===== src/verilog/corr_params.svh =====
`ifndef CORR_PARAMS_SVH
`define CORR_PARAMS_SVH

// --------------------------------------------------------------------------
//  Array geometry
// --------------------------------------------------------------------------
`define CORR_ANTS    8     // Antennas, one re and one im bit each
`define CORR_SLOTS   12    // Pairs per round, also the round length
`define CORR_SLOT_W  4     // Slot index width
`define CORR_ACC_W   8     // Accumulator width, small so that wrap is reachable
`define CORR_ADR_W   5     // Bus address, component bit on top of slot

// --------------------------------------------------------------------------
//  Pair table
// --------------------------------------------------------------------------
`define CORR_IDX_W   3     // Antenna index width
`define CORR_PAIR_W  6     // One table entry, {b, a}

// Slot 0 sits in the low bits, a index in the low half of each entry
`define CORR_PAIRS { \
   3'd7, 3'd6,  3'd7, 3'd5,  3'd6, 3'd5, \
   3'd7, 3'd4,  3'd6, 3'd4,  3'd5, 3'd4, \
   3'd3, 3'd2,  3'd3, 3'd1,  3'd2, 3'd1, \
   3'd3, 3'd0,  3'd2, 3'd0,  3'd1, 3'd0  \
}

`endif


===== src/verilog/corr_pkg.sv =====
`include "corr_params.svh"

package corr_pkg;

   // -----------------------------------------------------------------------
   //  Data types shared by sequencer, lanes and readout
   // -----------------------------------------------------------------------
   typedef logic [`CORR_ANTS-1:0]   ant_t;   // One bit per antenna
   typedef logic [`CORR_SLOT_W-1:0] slot_t;  // Pair slot within a round
   typedef logic [`CORR_ACC_W-1:0]  acc_t;   // Agreement count

   // Bank and clear control of the sequencer
   typedef enum logic [1:0] {
      SEQ_CLEAR     = 2'd0,  // First round of a fresh bank, old values read as zero
      SEQ_RUN       = 2'd1,  // Plain accumulation
      SEQ_SWAP_PEND = 2'd2   // Swap requested, waits for end of round
   } corr_state_e;

   // Component field of the bus address
   typedef enum logic {
      COMP_COS = 1'b0,       // re(a) against re(b)
      COMP_SIN = 1'b1        // re(a) against im(b)
   } corr_comp_e;

endpackage


===== src/verilog/corr_if.sv =====
`timescale 1ns/1ps

// Sample path from the sequencer to both accumulator lanes.
// Every field is registered on the accepting edge, so all of them
// describe the same sample during the cycle where go is high.
interface corr_if;
   import corr_pkg::*;

   logic  go;      // Sample strobe, one cycle per accepted sample
   slot_t slot;    // Pair slot of this sample
   logic  bank;    // Active bank at acceptance
   logic  clear;   // Old value counts as zero
   logic  a_re;    // Real bit of antenna a
   logic  b_re;    // Real bit of antenna b
   logic  b_im;    // Imaginary bit of antenna b

   // Sequencer side
   modport seq (
      output go,
      output slot,
      output bank,
      output clear,
      output a_re,
      output b_re,
      output b_im
   );

   // Lane side
   modport lane (
      input go,
      input slot,
      input bank,
      input clear,
      input a_re,
      input b_re,
      input b_im
   );

endinterface


===== src/verilog/corr_sequencer.sv =====
`timescale 1ns/1ps
`include "corr_params.svh"

module corr_sequencer (
   input  logic           clk_x,
   input  logic           rst,
   input  logic           en_i,    // Sample valid
   input  logic           sw_i,    // Bank swap request, one-cycle pulse
   input  corr_pkg::ant_t re_i,    // Real bits of all antennas
   input  corr_pkg::ant_t im_i,    // Imaginary bits of all antennas
   corr_if.seq            bus_o
);
   import corr_pkg::*;

   localparam logic [`CORR_SLOTS*`CORR_PAIR_W-1:0] PAIRS = `CORR_PAIRS;

   slot_t                  slot_q;       // Slot of the next sample
   logic                   bank_q;       // Bank being accumulated
   logic                   clr_q;        // Current round restarts from zero
   corr_state_e            state_q;
   logic                   last_w;       // Slot 11
   logic                   acc_last_w;   // Accepting edge in slot 11
   logic                   swap_w;       // Flip bank at this edge
   logic [`CORR_PAIR_W-1:0] pair_w;
   logic [`CORR_IDX_W-1:0] a_idx_w;
   logic [`CORR_IDX_W-1:0] b_idx_w;

   // --------------------------------------------------------------------------
   //  Slot counter, one step per accepted sample
   // --------------------------------------------------------------------------
   assign last_w     = (slot_q == slot_t'(`CORR_SLOTS - 1));
   assign acc_last_w = en_i && last_w;

   always_ff @(posedge clk_x) begin
      if (rst) begin
         slot_q <= '0;
      end else if (en_i) begin
         slot_q <= last_w ? '0 : slot_q + 1'b1;   // Wrap 11 -> 0
      end
   end

   // --------------------------------------------------------------------------
   //  Bank, swap and clear control
   // --------------------------------------------------------------------------
   // A request on the same edge as the last sample still counts
   assign swap_w = acc_last_w && (sw_i || (state_q == SEQ_SWAP_PEND));

   always_ff @(posedge clk_x) begin
      if (rst) begin
         state_q <= SEQ_CLEAR;
         bank_q  <= 1'b0;
         clr_q   <= 1'b1;                  // Bank 0 starts from zero
      end else if (swap_w) begin
         state_q <= SEQ_CLEAR;
         bank_q  <= ~bank_q;               // Round ends, new bank takes over
         clr_q   <= 1'b1;
      end else begin
         case (state_q)
            SEQ_CLEAR: begin
               if (sw_i) begin
                  state_q <= SEQ_SWAP_PEND;  // clr_q stays until round end
               end else if (acc_last_w) begin
                  state_q <= SEQ_RUN;
                  clr_q   <= 1'b0;           // Fresh bank fully written once
               end
            end
            SEQ_RUN: begin
               if (sw_i) begin
                  state_q <= SEQ_SWAP_PEND;
               end
            end
            SEQ_SWAP_PEND: begin
               // Held until swap_w fires at slot 11
               state_q <= SEQ_SWAP_PEND;
            end
            default: begin
               state_q <= SEQ_CLEAR;
            end
         endcase
      end
   end

   // --------------------------------------------------------------------------
   //  Pair lookup and sample register
   // --------------------------------------------------------------------------
   assign pair_w  = PAIRS[slot_q*`CORR_PAIR_W +: `CORR_PAIR_W];
   assign a_idx_w = pair_w[`CORR_IDX_W-1:0];
   assign b_idx_w = pair_w[`CORR_PAIR_W-1:`CORR_IDX_W];

   always_ff @(posedge clk_x) begin
      if (rst) begin
         bus_o.go <= 1'b0;
      end else begin
         bus_o.go <= en_i;
      end
   end

   // Payload follows every cycle, only looked at while go is high
   always_ff @(posedge clk_x) begin
      bus_o.slot  <= slot_q;
      bus_o.bank  <= bank_q;     // Value before any flip on this edge
      bus_o.clear <= clr_q;
      bus_o.a_re  <= re_i[a_idx_w];
      bus_o.b_re  <= re_i[b_idx_w];
      bus_o.b_im  <= im_i[b_idx_w];
   end

endmodule


===== src/verilog/corr_lane.sv =====
`timescale 1ns/1ps
`include "corr_params.svh"

module corr_lane #(
   parameter bit SIN_LANE = 1'b0   // 1 compares re(a) with im(b)
) (
   input  logic            clk_x,
   input  logic            rst,
   corr_if.lane            bus_i,
   input  corr_pkg::slot_t rd_slot_i,   // Bus-side read slot
   input  logic            rd_bank_i,   // Bus-side read bank
   output corr_pkg::acc_t  rd_data_o,
   output logic            ovf_o        // Sticky carry out
);
   import corr_pkg::*;

   acc_t                  mem_q [2][`CORR_SLOTS];   // Bank x slot
   acc_t                  old_q;       // Value read for the sample in flight
   logic                  inc_q;       // Bits agreed
   logic                  wr_q;        // Write stage valid
   logic                  wr_bank_q;
   slot_t                 wr_slot_q;
   logic                  b_bit_w;
   logic                  agree_w;
   logic [`CORR_ACC_W:0]  sum_w;       // Extra bit is the carry

   // --------------------------------------------------------------------------
   //  One-bit correlation
   // --------------------------------------------------------------------------
   assign b_bit_w = SIN_LANE ? bus_i.b_im : bus_i.b_re;
   assign agree_w = ~(bus_i.a_re ^ b_bit_w);       // XNOR of the sign bits

   // --------------------------------------------------------------------------
   //  Read stage
   // --------------------------------------------------------------------------
   // Edge where go is high, one cycle after acceptance
   always_ff @(posedge clk_x) begin
      if (bus_i.go) begin
         old_q     <= bus_i.clear ? '0 : mem_q[bus_i.bank][bus_i.slot];
         inc_q     <= agree_w;
         wr_bank_q <= bus_i.bank;
         wr_slot_q <= bus_i.slot;
      end
   end

   always_ff @(posedge clk_x) begin
      if (rst) begin
         wr_q <= 1'b0;
      end else begin
         wr_q <= bus_i.go;
      end
   end

   // --------------------------------------------------------------------------
   //  Add and write stage
   // --------------------------------------------------------------------------
   assign sum_w = {1'b0, old_q} + {{`CORR_ACC_W{1'b0}}, inc_q};

   // Lands two cycles after acceptance. The next sample reads
   // another slot on the same edge, so no bypass is needed
   always_ff @(posedge clk_x) begin
      if (wr_q) begin
         mem_q[wr_bank_q][wr_slot_q] <= sum_w[`CORR_ACC_W-1:0];
      end
   end

   always_ff @(posedge clk_x) begin
      if (rst) begin
         ovf_o <= 1'b0;
      end else if (wr_q && sum_w[`CORR_ACC_W]) begin
         ovf_o <= 1'b1;                             // Held until reset
      end
   end

   // --------------------------------------------------------------------------
   //  Bus read port
   // --------------------------------------------------------------------------
   // Combinational, the readout registers the selected value.
   // Out-of-range slots are masked there
   assign rd_data_o = mem_q[rd_bank_i][rd_slot_i];

endmodule


===== src/verilog/vis_readout.sv =====
`timescale 1ns/1ps
`include "corr_params.svh"

module vis_readout (
   input  logic                   clk_x,
   input  logic                   rst,
   input  logic                   stb_i,       // Request strobe
   input  logic                   we_i,        // Write, acknowledged but not stored
   input  logic [`CORR_ADR_W-1:0] adr_i,       // {component, slot}
   input  logic                   bank_i,      // Active bank
   input  corr_pkg::acc_t         cos_data_i,
   input  corr_pkg::acc_t         sin_data_i,
   output corr_pkg::slot_t        rd_slot_o,
   output logic                   rd_bank_o,
   output logic                   ack_o,
   output corr_pkg::acc_t         dat_o
);
   import corr_pkg::*;

   corr_comp_e comp_w;       // Component field of the address
   logic       in_range_w;   // Slot 0 to 11
   acc_t       sel_w;

   // --------------------------------------------------------------------------
   //  Address decode
   // --------------------------------------------------------------------------
   assign rd_slot_o  = adr_i[`CORR_SLOT_W-1:0];
   assign rd_bank_o  = ~bank_i;                  // Always the idle bank
   assign comp_w     = corr_comp_e'(adr_i[`CORR_ADR_W-1]);
   assign in_range_w = (rd_slot_o < slot_t'(`CORR_SLOTS));

   always_comb begin
      case (comp_w)
         COMP_COS: sel_w = cos_data_i;
         COMP_SIN: sel_w = sin_data_i;
         default:  sel_w = cos_data_i;
      endcase
   end

   // --------------------------------------------------------------------------
   //  Response
   // --------------------------------------------------------------------------
   // Every strobe is acknowledged on the next cycle, writes included
   always_ff @(posedge clk_x) begin
      if (rst) begin
         ack_o <= 1'b0;
      end else begin
         ack_o <= stb_i;
      end
   end

   // Sampled on the strobe edge. Writes and slots 12 to 15 return zero
   always_ff @(posedge clk_x) begin
      if (stb_i) begin
         dat_o <= (we_i || !in_range_w) ? '0 : sel_w;
      end
   end

endmodule


===== src/verilog/correlator_top.sv =====
`timescale 1ns/1ps
`include "corr_params.svh"

module correlator_top (
   input  logic                   clk_x,
   input  logic                   rst,

   // Sample side
   input  logic                   en_i,       // Sample valid
   input  logic                   sw_i,       // Swap banks at end of round
   input  corr_pkg::ant_t         re_i,
   input  corr_pkg::ant_t         im_i,

   // Bus side
   input  logic                   stb_i,
   input  logic                   we_i,       // Ignored apart from the ack
   input  logic [`CORR_ADR_W-1:0] adr_i,
   output logic                   ack_o,
   output corr_pkg::acc_t         dat_o,

   // Sticky overflow per lane
   output logic                   ovf_cos_o,
   output logic                   ovf_sin_o
);
   import corr_pkg::*;

   slot_t rd_slot_w;        // Read slot, shared by both lanes
   logic  rd_bank_w;        // Inactive bank
   acc_t  cos_data_w;
   acc_t  sin_data_w;

   corr_if u_bus ();        // Sequencer to lanes

   // --------------------------------------------------------------------------
   //  Sample path
   // --------------------------------------------------------------------------
   corr_sequencer u_seq (
      .clk_x (clk_x),
      .rst   (rst),
      .en_i  (en_i),
      .sw_i  (sw_i),
      .re_i  (re_i),
      .im_i  (im_i),
      .bus_o (u_bus.seq)
   );

   corr_lane #(.SIN_LANE(1'b0)) COS_LANE (
      .clk_x     (clk_x),
      .rst       (rst),
      .bus_i     (u_bus.lane),
      .rd_slot_i (rd_slot_w),
      .rd_bank_i (rd_bank_w),
      .rd_data_o (cos_data_w),
      .ovf_o     (ovf_cos_o)
   );

   corr_lane #(.SIN_LANE(1'b1)) SIN_LANE (
      .clk_x     (clk_x),
      .rst       (rst),
      .bus_i     (u_bus.lane),
      .rd_slot_i (rd_slot_w),
      .rd_bank_i (rd_bank_w),
      .rd_data_o (sin_data_w),
      .ovf_o     (ovf_sin_o)
   );

   // --------------------------------------------------------------------------
   //  Bus read port
   // --------------------------------------------------------------------------
   vis_readout u_readout (
      .clk_x      (clk_x),
      .rst        (rst),
      .stb_i      (stb_i),
      .we_i       (we_i),
      .adr_i      (adr_i),
      .bank_i     (u_bus.bank),   // Registered bank, follows the last write
      .cos_data_i (cos_data_w),
      .sin_data_i (sin_data_w),
      .rd_slot_o  (rd_slot_w),
      .rd_bank_o  (rd_bank_w),
      .ack_o      (ack_o),
      .dat_o      (dat_o)
   );

endmodule


===== config.mk =====
export PLATFORM = sky130hd
export DESIGN_NAME = correlator_top
export DESIGN_NICKNAME = d
export VERILOG_FILES = /design/src/verilog/corr_pkg.sv /design/src/verilog/corr_if.sv /design/src/verilog/corr_sequencer.sv /design/src/verilog/corr_lane.sv /design/src/verilog/vis_readout.sv /design/src/verilog/correlator_top.sv
export VERILOG_INCLUDE_DIRS = /design/src /design/src/verilog
export SDC_FILE = /design/constraint.sdc
export NUM_CORES = 1
export LEC_CHECK = 0
export ABC_CLOCK_PERIOD_IN_PS = 3700
export BUFFER_PORTS_ARGS = -buffer_cell sky130_fd_sc_hd__buf_2
export CAP_MARGIN = 40
export CORE_ASPECT_RATIO = 0.6
export CORE_MARGIN = 2
export CORE_UTILIZATION = 52
export CTS_CLUSTER_SIZE = 24
export DETAILED_ROUTE_END_ITERATION = 8
export GPL_ROUTABILITY_DRIVEN = 1
export PLACE_DENSITY = 0.74
export RECOVER_POWER = 50
export SLEW_MARGIN = 10
export SYNTH_ARGS = -nofsm -noshare
export SYNTH_HDL_FRONTEND = slang
export SYNTH_SLANG_ARGS = --single-unit

===== constraint.sdc =====
create_clock -name clk_x -period 3.7 [get_ports clk_x]
set_clock_uncertainty 0.2 [all_clocks]
set_input_delay 0.185 -clock clk_x [delete_from_list [all_inputs] [get_ports clk_x]]
set_output_delay 0.185 -clock clk_x [all_outputs]
set_load 0.05 [all_outputs]

==> impl_metrics.tcl <==
set metrics [dict create \
    fp.dieW_um 260 \
    period_share_pct 95.1 \
    rsz0062_at_grt "no" \
    synth_area_sq_um 20500 \
    synth_most_common_cell "edfxtp_1" \
    grt_pass1_vias 11500 \
    max_stage_delay_ns 0.56 \
    routed_wl_um 56100 \
    power_density_nw_per_um2 456 \
    drt_iter0_markers 1775 \
    tightest_slew_ns 1.84 \
    crit_path_frequent_cell "dlygate4sd3_1" \
    grt_use_met1_pct 41.9 \
    cts_max_level 2 \
    syn_nets 1133 \
    ys_types 47 \
    ys_seq_elements 437 \
    cts.clk_slew.worst_paths_ns 0.06 \
    yosysWarnings 0 \
    cts_max_path_buffers 3 \
    hp-class "in2reg" \
    yosysTopAreaCell "edfxtp_1" \
    fp.coreArea_sq_um 39000 \
    wl_per_cell_um 32.3 \
    leakagePower_uw 0.00707 \
    slew_headroom_pct -22.6 \
    cap_viol_max_count 3 \
    critPathSlowestCell "dlygate4sd3_1" \
    cts_setup_buffers 0 \
    regToRegSetupSlack_ns 0.18 \
    cts_tree "yes" \
    synth_common_cells "edfxtp_1, mux4_2, mux2i_1" \
    initial_utilization_pct 52.5 \
    post-route-min-period_ns 3.52 \
    ir_drop_mv 0.412 \
    drive_above_1_share_pct 26.6 \
    syn_to_final_growth_pct 11.9 \
    ys_seq_area_share_pct 63.1 \
    numCtsBuffers 39 \
    violations "capacitance limit, slew limit" \
    tns_ns 0 \
    io_pins 38 \
    drc 0 \
    antenna_found_initial 0 \
    synth_enable_flop_cells 415 \
    worstSetupStartpointType "flop" \
    num_rows 56 \
    die-area_sq_um 41000 \
    synth_area_per_cell_sq_um 18.8 \
    busiest_layer "met1" \
    ys_async_sr_fraction_pct 0 \
    whs_ns 0.0418 \
    synth_top_area_share_pct 60.9 \
    track_usage_pct 28.2 \
    synthCells 1089 \
    antenna_left 0 \
    cp_max_fo 8 \
    worstPathRequired_ns 3.95 \
    grt_pass1_wl_um 81500 \
    fp.dieH_um 158 \
    synth_flop_cell "edfxtp_1" \
    grt_start_max_net_pins 56 \
    numPortBuffers 37 \
    viasPerCell 6.81 \
    drv_slew 55 \
    outcome "finished, violations left" \
    fmax_ghz 0.284 \
    globalRouteOverflowTotal 0 \
    synth.area.top_cells "edfxtp_1, mux4_2, mux2i_1" \
    ctsRootBufferMaster "clkbuf_16" \
    worstPathCellList "inv_1 > ha_1 > o31ai_1 > o22ai_2 > mux4_2 > dlygate4sd3_1 > mux2_2 > dlygate4sd3_1" \
    cp-end-kind "flop" \
    firstDrtPassIters 6 \
    clkLatencyLatePin_ns 0.56 \
    diodes 0 \
    setup_viol 0 \
    crit_type "reg2reg" \
    met3_usage_pct 10.0 \
    cp.arrival_ns 3.76 \
    clock-sinks 437 \
    use_met2_pct 40.4 \
    hpwl_um 35400 \
    nets 1227 \
    place_congestion 0.866 \
    vias 11800 \
    hold_violations 0 \
]
[timing repair]
action                                  4_1_cts  5_1_grt
endpoints found under the hold margin        24        0
hold buffers                                 19        0
endpoints found under the setup margin        0        2
gates resized for setup                       0        3
[placed cells by master, fill, tap and decap left out, types with 4 or more instances in the layout]
cell type and n:
nor2b_1 21, clkbuf_1 35, a21oi_1 7, clkinv_1 24, nand2b_1 4, nor2_2 7
nand2_1 16, xor2_1 4, inv_1 7, o221ai_1 32, buf_2 23, dfxtp_1 21
edfxtp_1 415, o21ai_0 21, mux4_2 168, mux2i_1 104, buf_12 10, dlygate4sd3_1 19
mux4_1 12, ha_1 17, a31oi_1 7, a22oi_1 8, o22ai_1 18, or2_2 4
nand3_1 21, buf_4 47, xnor2_1 11, clkbuf_16 44, nor2_1 35, and3_1 8
a32oi_1 6
[through the flow]
step / instance area (sq um) / util, % / total power, uW / setup WS, ns / instances
2_1_floorplan: 20500 / - / 6060 / 1.42 / 1089
3_3_place_gp: 21500 / 55.1 / 6270 / 0.965 / 1644
3_5_place_dp: 21500 / 55.2 / 6290 / 0.931 / 1645
4_1_cts: 23000 / 59.0 / 10500 / 0.0117 / 1735
5_1_grt: 22900 / 58.8 / 10700 / 0.0353 / 1735
6_report: 22900 / 58.8 / 10400 / 0.183 / 1735
[report_power, final]
part | internal [uW] | switching (uW) | total (uW)
clock | 2430 | 1810 | 4240
sequential | 5460 | 55.8 | 5520
combinational | 298 | 394 | 693
[final timing paths]
check,start,to,depth (start not counted)
min,we_i,u_readout.dat_o[6],5
max,u_seq.slot_q[1],u_seq.bus_o.b_im,8
max reg2reg,u_seq.slot_q[1],u_seq.bus_o.b_im,8
min reg2reg,u_seq.clr_q,u_seq.bus_o.clear,0
[critical path, delay by kind of cell (launching register included)]
family,cells,cell delay [ns]
AO/OA/AOI/OAI,2,0.45
multiplexers,2,0.71
adder cells (fa/ha/maj),1,0.24
flip-flops,1,0.50
buffers and inverters,3,1.31
[routing by layer]
metal | part of all wire (%) | vias to the layer above | wire (um)
li1 | - | 4781 | -
met1 | 40 | 6176 | 22500
met2 | 44 | 777 | 24500
met3 | 14 | 73 | 8110
met4 | 1.7 | 0 | 948
met5 | 0 | - | 0
[kinds of logic (layout without fill, tap and decap cells)]
kind of cell / after synthesis / in the layout / share of synthesized area, %
xor+xnor: 15 / 15 / 0.642
compound gates: 111 / 111 / 3.83
fa+ha+maj: 17 / 17 / 1.04
simple gates: 125 / 125 / 3.03
flops: 437 / 437 / 63.1
buf+inv: 97 / 221 / 3.10
mux: 287 / 287 / 25.3
[layout make-up]
| type | instances | area (sq um) |
|---|---|---|
| fillers | 2911 | 16100 |
| flip-flops and latches | 437 | 12900 |
| multi-input cells | 555 | 6950 |
| clock buffers | 57 | 1180 |
| repair buffers | 127 | 975 |
| well taps | 522 | 653 |
| clock inverters | 14 | 139 |
| inverters | 23 | 86.3 |
[registers in the layout, indices dropped and copies added, names as in the netlist, 2 cells and up]
signal	flops
COS_LANE.mem_q	192
SIN_LANE.mem_q	192
COS_LANE.old_q	8
SIN_LANE.old_q	8
u_readout.dat_o	8
SIN_LANE.wr_slot_q	4
u_seq.bus_o.slot	4
u_seq.slot_q	4
u_seq.state_q	2
Note: power is estimated with default switching activity, not from simulation.
